## src/hdl/mips_pkg.sv

```systemverilog
package mips_pkg;

    localparam int XLEN   = 32;
    localparam int REG_AW = 5;

    // ********************
    // Instruction formats
    // ********************
    typedef union packed {
        struct packed {
            logic [5:0]        opcode;
            logic [REG_AW-1:0] rs;
            logic [REG_AW-1:0] rt;
            logic [REG_AW-1:0] rd;
            logic [4:0]        sa;
            logic [5:0]        funct;
        } r;
        struct packed {
            logic [5:0]        opcode;
            logic [REG_AW-1:0] rs;
            logic [REG_AW-1:0] rt;
            logic [15:0]       imm;
        } i;
        struct packed {
            logic [5:0]  opcode;
            logic [25:0] target;
        } j;
    } instr_t;

    localparam logic [5:0] OP_SPECIAL = 6'h00;
    localparam logic [5:0] OP_REGIMM  = 6'h01;
    localparam logic [5:0] OP_J       = 6'h02;
    localparam logic [5:0] OP_JAL     = 6'h03;
    localparam logic [5:0] OP_BEQ     = 6'h04;
    localparam logic [5:0] OP_BNE     = 6'h05;
    localparam logic [5:0] OP_BLEZ    = 6'h06;
    localparam logic [5:0] OP_BGTZ    = 6'h07;
    localparam logic [5:0] OP_ANDI    = 6'h0c;
    localparam logic [5:0] OP_ORI     = 6'h0d;
    localparam logic [5:0] OP_XORI    = 6'h0e;
    localparam logic [5:0] OP_LUI     = 6'h0f;

    localparam logic [5:0] FUNCT_SLL  = 6'h00;
    localparam logic [5:0] FUNCT_SRL  = 6'h02;
    localparam logic [5:0] FUNCT_SRA  = 6'h03;
    localparam logic [5:0] FUNCT_SLLV = 6'h04;
    localparam logic [5:0] FUNCT_SRLV = 6'h06;
    localparam logic [5:0] FUNCT_SRAV = 6'h07;
    localparam logic [5:0] FUNCT_JR   = 6'h08;
    localparam logic [5:0] FUNCT_JALR = 6'h09;
    localparam logic [5:0] FUNCT_MOVZ = 6'h0a;
    localparam logic [5:0] FUNCT_MOVN = 6'h0b;
    localparam logic [5:0] FUNCT_AND  = 6'h24;
    localparam logic [5:0] FUNCT_OR   = 6'h25;
    localparam logic [5:0] FUNCT_XOR  = 6'h26;
    localparam logic [5:0] FUNCT_NOR  = 6'h27;

    localparam logic [REG_AW-1:0] RT_BLTZ   = 5'h00;
    localparam logic [REG_AW-1:0] RT_BGEZ   = 5'h01;
    localparam logic [REG_AW-1:0] RT_BLTZAL = 5'h10;
    localparam logic [REG_AW-1:0] RT_BGEZAL = 5'h11;

    localparam logic [3:0] ALU_OR  = 4'd0;
    localparam logic [3:0] ALU_AND = 4'd1;
    localparam logic [3:0] ALU_XOR = 4'd2;
    localparam logic [3:0] ALU_NOR = 4'd3;
    localparam logic [3:0] ALU_SLL = 4'd4;
    localparam logic [3:0] ALU_SRL = 4'd5;
    localparam logic [3:0] ALU_SRA = 4'd6;
    localparam logic [3:0] ALU_ADD = 4'd7;

    localparam logic [1:0] SRC_RT  = 2'd0;
    localparam logic [1:0] SRC_IMM = 2'd1;
    localparam logic [1:0] SRC_SA  = 2'd2;
    localparam logic [1:0] SRC_PC  = 2'd3; // PC plus 4, used for links.

    // Nine kinds, so the field is four bits wide.
    localparam logic [3:0] BR_NONE = 4'd0;
    localparam logic [3:0] BR_EQ   = 4'd1;
    localparam logic [3:0] BR_NE   = 4'd2;
    localparam logic [3:0] BR_GTZ  = 4'd3;
    localparam logic [3:0] BR_LEZ  = 4'd4;
    localparam logic [3:0] BR_LTZ  = 4'd5;
    localparam logic [3:0] BR_GEZ  = 4'd6;
    localparam logic [3:0] BR_JUMP = 4'd7;
    localparam logic [3:0] BR_JREG = 4'd8;

    localparam logic [REG_AW-1:0] LINK_REG = 5'd31;

endpackage

```

## src/hdl/instr_decoder.sv

```systemverilog
module instr_decoder (
    input  mips_pkg::instr_t                i_instr,
    input  logic [mips_pkg::XLEN-1:0]       i_rt_value,
    output logic [mips_pkg::REG_AW-1:0]     o_raddr1,
    output logic [mips_pkg::REG_AW-1:0]     o_raddr2,
    output logic [mips_pkg::REG_AW-1:0]     o_waddr,
    output logic [mips_pkg::XLEN-1:0]       o_imm,
    output logic [3:0]                      o_alu_op,
    output logic [1:0]                      o_alu_src,
    output logic                            o_reg_wr,
    output logic [3:0]                      o_br_kind
);
    import mips_pkg::*;

    logic              wr;
    logic              link;
    logic [XLEN-1:0]   imm_zx;

    assign imm_zx = {16'h0000, i_instr.i.imm}; // Logic immediates are zero-extended.

    always_comb begin
        o_raddr1  = i_instr.r.rs;
        o_raddr2  = i_instr.r.rt;
        o_waddr   = i_instr.i.rt;
        o_imm     = '0;
        o_alu_op  = ALU_OR;
        o_alu_src = SRC_IMM;
        o_br_kind = BR_NONE;
        wr        = 1'b0;
        link      = 1'b0;
        case (i_instr.r.opcode)
            OP_ORI: begin
                wr    = 1'b1;
                o_imm = imm_zx;
            end
            OP_ANDI: begin
                wr       = 1'b1;
                o_imm    = imm_zx;
                o_alu_op = ALU_AND;
            end
            OP_XORI: begin
                wr       = 1'b1;
                o_imm    = imm_zx;
                o_alu_op = ALU_XOR;
            end
            OP_LUI: begin
                wr       = 1'b1;
                o_raddr1 = '0; // OR with zero.
                o_imm    = {i_instr.i.imm, 16'h0000};
            end
            OP_J:    o_br_kind = BR_JUMP;
            OP_JAL: begin
                o_br_kind = BR_JUMP;
                link      = 1'b1;
            end
            OP_BEQ:  o_br_kind = BR_EQ;
            OP_BNE:  o_br_kind = BR_NE;
            OP_BGTZ: o_br_kind = BR_GTZ;
            OP_BLEZ: o_br_kind = BR_LEZ;
            OP_REGIMM: begin
                case (i_instr.i.rt)
                    RT_BLTZ: o_br_kind = BR_LTZ;
                    RT_BGEZ: o_br_kind = BR_GEZ;
                    RT_BLTZAL: begin
                        o_br_kind = BR_LTZ;
                        link      = 1'b1;
                    end
                    RT_BGEZAL: begin
                        o_br_kind = BR_GEZ;
                        link      = 1'b1;
                    end
                    default: o_br_kind = BR_NONE;
                endcase
            end
            OP_SPECIAL: begin
                o_waddr = i_instr.r.rd;
                case (i_instr.r.funct)
                    FUNCT_AND, FUNCT_OR, FUNCT_XOR, FUNCT_NOR: begin
                        wr        = 1'b1;
                        o_alu_src = SRC_RT;
                        case (i_instr.r.funct)
                            FUNCT_AND: o_alu_op = ALU_AND;
                            FUNCT_XOR: o_alu_op = ALU_XOR;
                            FUNCT_NOR: o_alu_op = ALU_NOR;
                            default:   o_alu_op = ALU_OR;
                        endcase
                    end
                    FUNCT_SLL, FUNCT_SRL, FUNCT_SRA: begin
                        wr        = 1'b1;
                        o_alu_src = SRC_SA;
                        o_alu_op  = ALU_SLL + {2'b00, i_instr.r.funct[1:0]} -
                                    {3'b000, i_instr.r.funct[1]};
                    end
                    FUNCT_SLLV, FUNCT_SRLV, FUNCT_SRAV: begin
                        wr        = 1'b1;
                        o_alu_src = SRC_RT;
                        o_alu_op  = ALU_SLL + {2'b00, i_instr.r.funct[1:0]} -
                                    {3'b000, i_instr.r.funct[1]};
                    end
                    FUNCT_MOVN: wr = (i_rt_value != '0); // rs OR 0 moves rs.
                    FUNCT_MOVZ: wr = (i_rt_value == '0);
                    FUNCT_JR:   o_br_kind = BR_JREG;
                    FUNCT_JALR: begin
                        o_br_kind = BR_JREG;
                        wr        = 1'b1;
                        o_alu_src = SRC_PC;
                        o_alu_op  = ALU_ADD;
                    end
                    default: wr = 1'b0;
                endcase
            end
            default: wr = 1'b0;
        endcase
        if (link) begin
            wr        = 1'b1;
            o_waddr   = LINK_REG;
            o_alu_src = SRC_PC;
            o_alu_op  = ALU_ADD;
        end
        o_reg_wr = wr && (o_waddr != '0); // Register 0 is never written.
    end

    always_comb begin
        a_known_outputs: assert final ($isunknown({i_instr, i_rt_value}) ||
            !$isunknown({o_raddr1, o_raddr2, o_waddr, o_imm, o_alu_op, o_alu_src,
                         o_reg_wr, o_br_kind}));
    end

endmodule

```

## src/hdl/reg_file.sv

```systemverilog
module reg_file (
    input  logic                            i_clk,
    input  logic                            i_reset,
    input  logic [mips_pkg::REG_AW-1:0]     i_raddr1,
    input  logic [mips_pkg::REG_AW-1:0]     i_raddr2,
    output logic [mips_pkg::XLEN-1:0]       o_rdata1,
    output logic [mips_pkg::XLEN-1:0]       o_rdata2,
    input  logic                            i_wb_en,
    input  logic [mips_pkg::REG_AW-1:0]     i_wb_addr,
    input  logic [mips_pkg::XLEN-1:0]       i_wb_data,
    input  logic                            i_wb_commit
);
    import mips_pkg::*;

    logic [XLEN-1:0] regs [1:31];

    // Pending write wins over the stored value.
    function automatic logic [XLEN-1:0] read_port(input logic [REG_AW-1:0] addr);
        if (addr == '0)
            return '0;
        if (i_wb_en && (i_wb_addr == addr))
            return i_wb_data;
        return regs[addr];
    endfunction

    assign o_rdata1 = read_port(i_raddr1);
    assign o_rdata2 = read_port(i_raddr2);

    always_ff @(posedge i_clk) begin
        if (i_reset) begin
            for (int k = 1; k < 32; k++) begin
                regs[k] <= '0;
            end
        end else if (i_wb_commit && (i_wb_addr != '0)) begin
            regs[i_wb_addr] <= i_wb_data;
        end
    end

    // Commit comes from the retire handshake, the enable from the decoded record.
    a_commit_en: assert property (@(posedge i_clk) disable iff (i_reset)
        i_wb_commit |-> i_wb_en);

endmodule

```

## src/hdl/next_pc_unit.sv

```systemverilog
module next_pc_unit #(
    parameter logic [mips_pkg::XLEN-1:0] P_RESET_PC = '0
) (
    input  logic                            i_clk,
    input  logic                            i_reset,
    input  logic                            i_advance,
    input  logic [3:0]                      i_br_kind,
    input  logic [mips_pkg::XLEN-1:0]       i_rs_value,
    input  logic [mips_pkg::XLEN-1:0]       i_rt_value,
    input  logic [15:0]                     i_imm_field,
    input  logic [25:0]                     i_target_field,
    output logic [mips_pkg::XLEN-1:0]       o_pc,
    output logic [mips_pkg::XLEN-1:0]       o_next_pc
);
    import mips_pkg::*;

    logic [XLEN-1:0] pc_plus4;
    logic [XLEN-1:0] br_target;
    logic            rs_zero;
    logic            taken;

    assign pc_plus4  = o_pc + 32'd4;
    assign br_target = pc_plus4 + {{14{i_imm_field[15]}}, i_imm_field, 2'b00};
    assign rs_zero   = (i_rs_value == '0);

    always_comb begin
        taken     = 1'b0;
        o_next_pc = pc_plus4;
        case (i_br_kind)
            BR_EQ:   taken = (i_rs_value == i_rt_value);
            BR_NE:   taken = (i_rs_value != i_rt_value);
            BR_GTZ:  taken = !i_rs_value[XLEN-1] && !rs_zero;
            BR_LEZ:  taken = i_rs_value[XLEN-1] || rs_zero;
            BR_LTZ:  taken = i_rs_value[XLEN-1];
            BR_GEZ:  taken = !i_rs_value[XLEN-1];
            BR_JUMP: o_next_pc = {pc_plus4[XLEN-1:28], i_target_field, 2'b00};
            BR_JREG: o_next_pc = i_rs_value;
            default: taken = 1'b0;
        endcase
        if (taken)
            o_next_pc = br_target;
    end

    always_ff @(posedge i_clk) begin
        if (i_reset)
            o_pc <= P_RESET_PC;
        else if (i_advance)
            o_pc <= o_next_pc; // One step per accepted instruction.
    end

endmodule

```

## src/hdl/alu.sv

```systemverilog
module alu (
    input  logic [3:0]                      i_op,
    input  logic [1:0]                      i_src,
    input  logic [mips_pkg::XLEN-1:0]       i_rs_value,
    input  logic [mips_pkg::XLEN-1:0]       i_rt_value,
    input  logic [mips_pkg::XLEN-1:0]       i_imm,
    input  logic [4:0]                      i_sa,
    input  logic [mips_pkg::XLEN-1:0]       i_pc,
    output logic [mips_pkg::XLEN-1:0]       o_result
);
    import mips_pkg::*;

    logic [XLEN-1:0] op_a;
    logic [XLEN-1:0] op_b;
    logic [4:0]      shamt;

    // ********************
    // Operand select
    // ********************
    always_comb begin
        op_a  = (i_src == SRC_PC) ? i_pc : i_rs_value;
        shamt = (i_src == SRC_SA) ? i_sa : i_rs_value[4:0]; // Variable shifts use rs.
        case (i_src)
            SRC_IMM: op_b = i_imm;
            SRC_PC:  op_b = 32'd4;
            default: op_b = i_rt_value;
        endcase
    end

    always_comb begin
        case (i_op)
            ALU_AND: o_result = op_a & op_b;
            ALU_XOR: o_result = op_a ^ op_b;
            ALU_NOR: o_result = ~(op_a | op_b);
            ALU_SLL: o_result = i_rt_value << shamt;
            ALU_SRL: o_result = i_rt_value >> shamt;
            ALU_SRA: o_result = $signed(i_rt_value) >>> shamt;
            ALU_ADD: o_result = op_a + op_b;
            default: o_result = op_a | op_b;
        endcase
    end

endmodule

```

## src/hdl/exec_stage.sv

```systemverilog
module exec_stage (
    input  logic                            i_clk,
    input  logic                            i_reset,
    input  logic                            i_load,
    input  logic [mips_pkg::XLEN-1:0]       i_pc,
    input  logic [mips_pkg::XLEN-1:0]       i_next_pc,
    input  logic [mips_pkg::XLEN-1:0]       i_rs_value,
    input  logic [mips_pkg::XLEN-1:0]       i_rt_value,
    input  logic [mips_pkg::XLEN-1:0]       i_imm,
    input  logic [4:0]                      i_sa,
    input  logic [3:0]                      i_alu_op,
    input  logic [1:0]                      i_alu_src,
    input  logic                            i_reg_wr,
    input  logic [mips_pkg::REG_AW-1:0]     i_waddr,
    output logic [mips_pkg::XLEN-1:0]       o_rs_value,
    output logic [mips_pkg::XLEN-1:0]       o_rt_value,
    output logic [mips_pkg::XLEN-1:0]       o_imm,
    output logic [4:0]                      o_sa,
    output logic [3:0]                      o_alu_op,
    output logic [1:0]                      o_alu_src,
    input  logic [mips_pkg::XLEN-1:0]       i_alu_result,
    input  logic                            i_ret_ready,
    output logic                            o_accept_ok,
    output logic                            o_wb_en,
    output logic [mips_pkg::REG_AW-1:0]     o_wb_addr,
    output logic [mips_pkg::XLEN-1:0]       o_wb_data,
    output logic                            o_wb_commit,
    output logic                            o_ret_valid,
    output logic [mips_pkg::XLEN-1:0]       o_ret_pc,
    output logic                            o_ret_wr,
    output logic [mips_pkg::REG_AW-1:0]     o_ret_waddr,
    output logic [mips_pkg::XLEN-1:0]       o_ret_wdata,
    output logic [mips_pkg::XLEN-1:0]       o_ret_next_pc
);

    always_ff @(posedge i_clk) begin
        if (i_reset)
            o_ret_valid <= 1'b0;
        else if (i_load)
            o_ret_valid <= 1'b1;
        else if (i_ret_ready)
            o_ret_valid <= 1'b0;
    end

    always_ff @(posedge i_clk) begin
        if (i_load) begin
            o_ret_pc      <= i_pc;
            o_ret_next_pc <= i_next_pc;
            o_rs_value    <= i_rs_value;
            o_rt_value    <= i_rt_value;
            o_imm         <= i_imm;
            o_sa          <= i_sa;
            o_alu_op      <= i_alu_op;
            o_alu_src     <= i_alu_src;
            o_ret_wr      <= i_reg_wr;
            o_ret_waddr   <= i_waddr;
        end
    end

    assign o_accept_ok = !o_ret_valid || i_ret_ready; // Empty, or leaving this edge.
    assign o_ret_wdata = i_alu_result;

    // Write-back rides on the retire handshake.
    assign o_wb_en     = o_ret_valid && o_ret_wr;
    assign o_wb_addr   = o_ret_waddr;
    assign o_wb_data   = i_alu_result;
    assign o_wb_commit = o_wb_en && i_ret_ready;

    a_record_stable: assert property (@(posedge i_clk) disable iff (i_reset)
        (o_ret_valid && !i_ret_ready) |=> (o_ret_valid &&
            $stable({o_ret_pc, o_ret_wr, o_ret_waddr, o_ret_wdata, o_ret_next_pc})));

endmodule

```

## src/hdl/mips_core.sv

```systemverilog
module mips_core #(
    parameter logic [mips_pkg::XLEN-1:0] P_RESET_PC = '0
) (
    input  logic                            i_clk,
    input  logic                            i_reset,
    input  logic                            i_instr_valid,
    input  mips_pkg::instr_t                i_instr,
    output logic                            o_instr_ready,
    input  logic                            i_ret_ready,
    output logic                            o_ret_valid,
    output logic                            o_ret_wr,
    output logic [mips_pkg::XLEN-1:0]       o_ret_pc,
    output logic [mips_pkg::XLEN-1:0]       o_ret_wdata,
    output logic [mips_pkg::XLEN-1:0]       o_ret_next_pc,
    output logic [mips_pkg::REG_AW-1:0]     o_ret_waddr
);
    import mips_pkg::*;

    logic [REG_AW-1:0] raddr1, raddr2, waddr, wb_addr;
    logic [XLEN-1:0]   rdata1, rdata2, imm, pc, next_pc, wb_data, alu_result;
    logic [XLEN-1:0]   ex_rs, ex_rt, ex_imm;
    logic [3:0]        alu_op, ex_alu_op, br_kind;
    logic [1:0]        alu_src, ex_alu_src;
    logic [4:0]        ex_sa;
    logic              reg_wr, accept_ok, load, wb_en, wb_commit;

    assign o_instr_ready = accept_ok;
    assign load          = i_instr_valid && accept_ok;

    // ********************
    // Decode
    // ********************
    instr_decoder instr_decoder_i (
        .i_instr(i_instr), .i_rt_value(rdata2), .o_raddr1(raddr1), .o_raddr2(raddr2),
        .o_waddr(waddr), .o_imm(imm), .o_alu_op(alu_op), .o_alu_src(alu_src),
        .o_reg_wr(reg_wr), .o_br_kind(br_kind)
    );

    reg_file reg_file_i (
        .i_clk(i_clk), .i_reset(i_reset), .i_raddr1(raddr1), .i_raddr2(raddr2),
        .o_rdata1(rdata1), .o_rdata2(rdata2), .i_wb_en(wb_en), .i_wb_addr(wb_addr),
        .i_wb_data(wb_data), .i_wb_commit(wb_commit)
    );

    next_pc_unit #(.P_RESET_PC(P_RESET_PC)) next_pc_unit_i (
        .i_clk(i_clk), .i_reset(i_reset), .i_advance(load), .i_br_kind(br_kind),
        .i_rs_value(rdata1), .i_rt_value(rdata2), .i_imm_field(i_instr.i.imm),
        .i_target_field(i_instr.j.target), .o_pc(pc), .o_next_pc(next_pc)
    );

    // ********************
    // Execute and retire
    // ********************
    exec_stage exec_stage_i (
        .i_clk(i_clk), .i_reset(i_reset), .i_load(load), .i_pc(pc), .i_next_pc(next_pc),
        .i_rs_value(rdata1), .i_rt_value(rdata2), .i_imm(imm), .i_sa(i_instr.r.sa),
        .i_alu_op(alu_op), .i_alu_src(alu_src), .i_reg_wr(reg_wr), .i_waddr(waddr),
        .o_rs_value(ex_rs), .o_rt_value(ex_rt), .o_imm(ex_imm), .o_sa(ex_sa),
        .o_alu_op(ex_alu_op), .o_alu_src(ex_alu_src), .i_alu_result(alu_result),
        .i_ret_ready(i_ret_ready), .o_accept_ok(accept_ok), .o_wb_en(wb_en),
        .o_wb_addr(wb_addr), .o_wb_data(wb_data), .o_wb_commit(wb_commit),
        .o_ret_valid(o_ret_valid), .o_ret_pc(o_ret_pc), .o_ret_wr(o_ret_wr),
        .o_ret_waddr(o_ret_waddr), .o_ret_wdata(o_ret_wdata), .o_ret_next_pc(o_ret_next_pc)
    );

    alu alu_i (
        .i_op(ex_alu_op), .i_src(ex_alu_src), .i_rs_value(ex_rs), .i_rt_value(ex_rt),
        .i_imm(ex_imm), .i_sa(ex_sa), .i_pc(o_ret_pc), .o_result(alu_result)
    );

endmodule

```

## config.mk

```make
export PLATFORM = sky130hd
export DESIGN_NAME = mips_core
export DESIGN_NICKNAME = d
export VERILOG_FILES = /design/src/hdl/mips_pkg.sv /design/src/hdl/instr_decoder.sv /design/src/hdl/reg_file.sv /design/src/hdl/next_pc_unit.sv /design/src/hdl/alu.sv /design/src/hdl/exec_stage.sv /design/src/hdl/mips_core.sv
export SDC_FILE = /design/constraint.sdc
export NUM_CORES = 2
export LEC_CHECK = 0
export ABC_CLOCK_PERIOD_IN_PS = 12500
export BUFFER_PORTS_ARGS = -buffer_cell sky130_fd_sc_hd__buf_4
export CAP_MARGIN = 20
export CORE_MARGIN = 4
export CORE_UTILIZATION = 38
export CTS_BUF_LIST = sky130_fd_sc_hd__clkbuf_4 sky130_fd_sc_hd__clkbuf_8 sky130_fd_sc_hd__clkbuf_16
export CTS_CLUSTER_SIZE = 28
export DETAILED_ROUTE_END_ITERATION = 12
export PLACE_DENSITY = 0.65
export SLEW_MARGIN = 10
export SYNTH_ARGS = -nofsm -noshare
export SYNTH_HDL_FRONTEND = slang
export SYNTH_SLANG_ARGS = --single-unit
```

## constraint.sdc

```tcl
create_clock -name i_clk -period 12.5 [get_ports i_clk]
set_clock_uncertainty 0.05 [all_clocks]
set_input_delay 1.25 -clock i_clk [delete_from_list [all_inputs] [get_ports i_clk]]
set_output_delay 1.25 -clock i_clk [all_outputs]
set_load 0.005 [all_outputs]
```

# Word level (Yosys, flattened, before mapping)

Memory sizes are Yosys's and may differ from the RTL's.
Index checks and enable logic that the tools add are counted.

Output and inout bits: 104
Memories: 1
Input port bits: 36
Bits in registers: 210
Memory bits (writable): 992

Equality and inequality tests: 49
$add $sub $neg: 5
Reduce and logical (&&, ||, !) cells: 37
Shift-type cells: 3
Bitwise gates (word level): 5
Multiplexer cells: 48

Memory list:

| memory          | words | width | read ports | clocked after memory_dff | wr ports | RTL line       | source |
|---|---|---|---|---|---|---|---|
| reg_file_i.regs | 31    | 32    | 2          | 0                        | 31       | reg_file.sv:15 | `logic [XLEN-1:0] regs [1:31];` |

Operator list:

| operator                | count |
|---|---|
| $mux W32                | 11 |
| $pmux W32 S7            | 1 |
| $pmux W32 S2            | 3 |
| $add A32 B32 Y32        | 2 |
| $logic_not A32 Y1       | 2 |
| $eq A6 B4 Y1 const B    | 8 |
| $eq A6 B3 Y1 const B    | 7 |
| $add A32 B3 Y32 const B | 1 |
| $and A32 B32 Y32        | 1 |
| $eq A32 B32 Y1          | 1 |
| $eq A4 B3 Y1 const B    | 8 |
| $ne A32 B32 Y1          | 1 |
| $not A32 Y32            | 1 |
| $or A32 B32 Y32         | 1 |
| $reduce_bool A32 Y1     | 1 |
| $reduce_or A32 Y1       | 1 |
| $shl A32 B5 Y32         | 1 |
| $shr A32 B5 Y32         | 1 |
| $sshr A32 B5 Y32        | 1 |
| $xor A32 B32 Y32        | 1 |
| $pmux W4 S7             | 1 |
| $mux W5                 | 5 |
| $eq A6 B2 Y1 const B    | 4 |
| $eq A6 B6 Y1 const B    | 4 |
| other kinds (34)        | 79 |

# Logic depth before layout (Yosys ltp)

Depth in word-level cells: 13
Gate-level depth with buffers: 28
Gate-level depth less buffers: 24

# By module

From an unflattened synthesis, not the netlist that was laid out.

Cells, all modules: 6053
Area total of the unflattened synthesis: 74811.8 um2

Modules (own cells, without submodules):

| module        | instances | cells an instance | area an instance (um2) |
|---|---|---|---|
| reg_file      | 1         | 3778              | 54867.6 |
| alu           | 1         | 1204              | 8151.6 |
| exec_stage    | 1         | 252               | 5894.4 |
| next_pc_unit  | 1         | 671               | 4991.0 |
| instr_decoder | 1         | 147               | 900.9 |
| mips_core     | 1         | 1                 | 6.3 |

# Worst setup path before layout

No wires, ideal clock.

Path kind: input to register
Start point: input i_ret_ready
End point: register next_pc_unit_i.o_pc[2] (netlist name)
Stages on the path: 6
Path slack: 5.014 ns
Path buffers: 1
Required time: 12.348 ns
Data arrival time: 7.334 ns
Cells stage by stage: nand2b_1 > nand2_1 > clkinv_1 > clkbuf_1 > o2111ai_1 > o311ai_1

Word-level cells in the longest chain between the ends: 2

RTL lines:

| element                 | RTL line           | source |
|---|---|---|
| start, declared         | mips_core.sv:9     | `input logic i_ret_ready,` |
| $logic_or A1 B1 Y1      | exec_stage.sv:60   | `assign o_accept_ok = !o_ret_valid \|\| i_ret_ready;` |
| $logic_and A1 B1 Y1     | mips_core.sv:28    | `assign load = i_instr_valid && accept_ok;` |
| via exec_stage_i.i_load | exec_stage.sv:4    | `input logic i_load,` |
| end signal, assigned    | next_pc_unit.sv:48 | `o_pc <= o_next_pc;` |
| end, declared           | next_pc_unit.sv:12 | `output logic [mips_pkg::XLEN-1:0] o_pc,` |

The timed path passes the listed nets, and every way through them passes these cells.
A chain may end at the register's enable or synchronous reset.

# Worst setup path in the final report

Start point: register exec_stage_i.o_alu_src[0]
End point: register exec_stage_i.o_ret_next_pc[18] (netlist name), data pin

Word-level cells in the longest chain between the ends: 13
Elaborated cells between the ends (all ways): 31
Classes of those cells: add/sub: 1; eq/ne: 5; shift: 3; mux: 13; bitwise: 4; reduce/logical: 5

RTL lines:

| element                                                                  | RTL line           | source |
|---|---|---|
| start, declared                                                          | exec_stage.sv:20   | `output logic [1:0] o_alu_src,` |
| start signal, assigned                                                   | exec_stage.sv:54   | `o_alu_src <= i_alu_src;` |
| parallel branches: the longest is 4 deep, another holds $add A32 B32 Y32 | -                  |  |
| $pmux W32 S7 *                                                           | alu.sv:31          | `case (i_op)` |
| $mux W32                                                                 | reg_file.sv:21     | `if (i_wb_en && (i_wb_addr == addr))` |
| $mux W32                                                                 | reg_file.sv:23     | `return regs[addr];` |
| $mux W32                                                                 | reg_file.sv:21     |  |
| $logic_not A32 Y1                                                        | next_pc_unit.sv:24 | `assign rs_zero = (i_rs_value == '0);` |
| $logic_not A1 Y1                                                         | next_pc_unit.sv:32 | `BR_GTZ: taken = !i_rs_value[XLEN-1] && !rs_zero;` |
| $logic_and A1 B1 Y1                                                      | next_pc_unit.sv:32 |  |
| $pmux W1 S6                                                              | next_pc_unit.sv:29 | `case (i_br_kind)` |
| $mux W32 *                                                               | next_pc_unit.sv:40 | `if (taken)` |
| via exec_stage_i.i_next_pc, one bit                                      | exec_stage.sv:6    | `input logic [mips_pkg::XLEN-1:0] i_next_pc,` |
| end signal, assigned                                                     | exec_stage.sv:48   | `o_ret_next_pc <= i_next_pc;` |
| end, declared                                                            | exec_stage.sv:33   | `output logic [mips_pkg::XLEN-1:0] o_ret_next_pc` |

Mark *: on every way through the listed nets, which the timed path passes.

==> flow_summary.toml <==
[outcome]
status = "completed"

[cells_and_area]
nFillCells = 17900
syn_to_final_growth_pct = 11.7
multi_input_area_sq_um = 34900
final_cells = 9185
drive_above_1_share = 0.195
final_nets = 6676
regArea_sq_um = 36700

[clock_network]
cts_resized = 0
ctsHoldBuffers = 0
cts_buffers = 136
root_buffer = "clkbuf_16"
tritoncts = "built"
clk_latency_ns = 0.83
cts.sinks = 1233
cts_max_level = 4
path_clk_slew_ns = 0.06
cts_buffer_depth = 3
post_cts_buffers = 0

[sta]
final-hold-violation-count = 0
tightest_slew_ns = 1.30
tns_ns = 0
min_period_ns = 9.00
rsz0062_at_grt = "no"
slew_viol_final = 0
relSlewSlack = 0.126
fin_crit_sh = 0.720
setup_violations = 0
max_freq_mhz = 111
whs_ns = 0.391

[detailed_routing]
drc_errors = 0
first_pass_iters = 8
vias = 63100
wl_per_cell_microns = 36.9
topRoutingLayerUsed = "met5"
wl_met1_mm = 115
drt-total-wl_mm = 339
drtAntennaViolNets = 0
met3_length_mm = 49.0
via_per_inst = 6.87
drt_iter0_drc = 11200
dr_wl_met2_mm = 147

[critical_path]
cp-end-kind = "register"
required_ns = 13.01
crit_slowest_cell = "o41ai_1"
crit_arrival_ns = 9.51
crit_fanout = 41
max_stage_delay_ns = 1.03
crit_chain = "buf_4, nand2_1, buf_4, mux2_2, ha_1, o21a_1, o21bai_1, o21bai_1, o41ai_1, a311oi_1, o211ai_1, o21ai_2, buf_4, inv_1, o41ai_1, and4b_1, nand4_1, nor3_1, a2111o_1, nand3_1, buf_4, nor2_1, mux2_2"
worst_path_most_repeated_cell = "buf_4"
critical_path_class = "reg2reg"
cp-start-kind = "register"

[floorplan]
core-area_sq_um = 193000
fp.dieH_microns = 450
rows = 161
initial_utilization = 0.384
die_x_microns = 450
die_area_sq_um = 202000
ios = 140

[yosys]
synthesis.area_sq_um = 74200
ys_seq_area_frac = 0.495
ys_ff_latch = 1233
avgSynthCellArea_sq_um = 11.2
async_flop_share = 0
synth_top_area_share = 0.486
yosysTopAreaCell = "edfxtp_1"
yosysUniqueCellTypes = 108
yosys_warnings = 0
yosys-top-cells-count = "nor2_1 (1312), edfxtp_1 (1200), clkbuf_1 (434)"
synthCells = 6611
synth_area_leaders = "edfxtp_1 (49%), mux4_2 (13%), nor2_1 (6.6%)"
synth.most_common_cell = "nor2_1"
ys.flop_type = "edfxtp_1"
synth_edf_count = 1200

[placement]
hpwl_mm = 223
io_buffers = 139
place_congestion = 1.03
dp_cells = 8922

[global_routing]
track_usage = 0.323
antenna_found_initial = 23
grt.overflow.total = 0
grt_start_max_net_pins = 141
grt_first_pass_wirelength_mm = 467
grt_pass1_vias = 59200

[power_and_ir_drop]
leakage_uw = 0.0305
total_power_uw = 11500
power.density_nw_per_um2 = 139
vdd_drop_max_mv = 0.165

[flow_run]
max_cap_violations = 0

[min_path]
min_path_type = "reg2reg"
## cell families (layout without fill, tap and decap cells)
| logic type | after synthesis | in the layout | share of synthesized area |
|---|---|---|---|
| AOI/OAI and AO/OA | 1335 | 1335 | 0.122 |
| and+or+nand+nor | 2284 | 2284 | 0.133 |
| other | 1 | 41 | 0.0000505 |
| muxes | 782 | 782 | 0.179 |
| buffers and inverters | 773 | 781 | 0.0422 |
| adders and majority gates | 99 | 99 | 0.0169 |
| DFF | 1233 | 1233 | 0.495 |
| xor gates and xnor gates | 104 | 104 | 0.0123 |
## layout make-up
| cell class | instances | area share |
|---|---|---|
| multi-input cells | 4636 | 0.421 |
| diodes | 9 | 0.000272 |
| clock inverters | 76 | 0.00940 |
| well taps | 2526 | 0.0381 |
| flip-flops and latches | 1233 | 0.443 |
| repair buffers | 382 | 0.0367 |
| clock buffers | 171 | 0.0447 |
| inverters | 152 | 0.00700 |
## per-layer routing
metal | global-route usage | up-vias
met2 | 0.480 | 5607
met1 | 0.401 | 31300
met3 | 0.107 | 1287
li1 | - | 24900
met4 | 0.216 | 18
met5 | 0 | -
## registers in the layout, summed over array words and instances (netlist names)
| name | cells |
|---|---|
| exec_stage_i.o_alu_src | 2 |
| exec_stage_i.o_sa | 5 |
| exec_stage_i.o_rt_value | 32 |
| reg_file_i.regs | 1024 |
| exec_stage_i.o_imm | 32 |
| exec_stage_i.o_rs_value | 32 |
| exec_stage_i.o_alu_op | 3 |
| exec_stage_i.o_ret_waddr | 5 |
| exec_stage_i.o_ret_next_pc | 32 |
| exec_stage_i.o_ret_wr | 1 |
| exec_stage_i.o_ret_pc | 32 |
| next_pc_unit_i.o_pc | 32 |
| exec_stage_i.o_ret_valid | 1 |
## placed cells by master (no fill, tap or decap), types with 25 or more instances in the layout
cell / count
conb_1: 32
o31a_1: 25
ha_1: 97
mux2i_1: 227
o21ai_0: 204
edfxtp_1: 1200
dfxtp_1: 33
nand4_1: 47
a21oi_1: 293
and3_1: 61
a221oi_1: 37
clkbuf_4: 37
xor2_1: 36
nand2b_1: 44
a211oi_1: 137
nand3_1: 99
inv_1: 144
o22ai_1: 85
clkbuf_16: 138
mux4_2: 417
clkinv_1: 31
nor3_1: 115
o211ai_1: 62
mux2_2: 127
a22oi_1: 57
xnor2_1: 68
nor2_1: 1306
o221ai_1: 49
a31oi_1: 45
buf_4: 358
a21o_1: 64
nand2_1: 365
nand2_2: 47
## through the flow
stage	utilization	cell area (sq um)	setup slack (ns)
global placement	0.404	78200	3.58
finish	0.429	82900	3.50
global route	0.429	82900	3.29
detailed placement	0.405	78300	3.55
floorplan	-	74300	5.01
CTS	0.428	82800	3.80
## worst max-delay path, delay by kind of cell (launching register included)
| kind | cells | cell delay [ns] |
|---|---|---|
| flip-flops | 1 | 0.32 |
| buffers and inverters | 5 | 1.93 |
| AO/OA/AOI/OAI | 9 | 2.96 |
| adder cells (fa/ha/maj) | 1 | 0.46 |
| multiplexers | 2 | 0.73 |
| AND/OR/NAND/NOR | 6 | 2.24 |
## report_power, final
part           internal [uW]  switching (uW)
Combinational            761            1740
Clock                   2300            1820
Sequential              4740             191
Total                   7790            3750
## worst paths after layout
check / startpoint / end / slack (ns) / cells past startpoint
worst max register to register: exec_stage_i.o_alu_src[0] / exec_stage_i.o_ret_next_pc[18] / 3.50 / 23
worst min register to register: next_pc_unit_i.o_pc[23] / exec_stage_i.o_ret_pc[23] / 0.39 / 0
worst min-delay path: next_pc_unit_i.o_pc[23] / exec_stage_i.o_ret_pc[23] / 0.39 / 0
worst max-delay path: exec_stage_i.o_alu_src[0] / exec_stage_i.o_ret_next_pc[18] / 3.50 / 23
No activity file was read; power rests on OpenSTA's default activity.
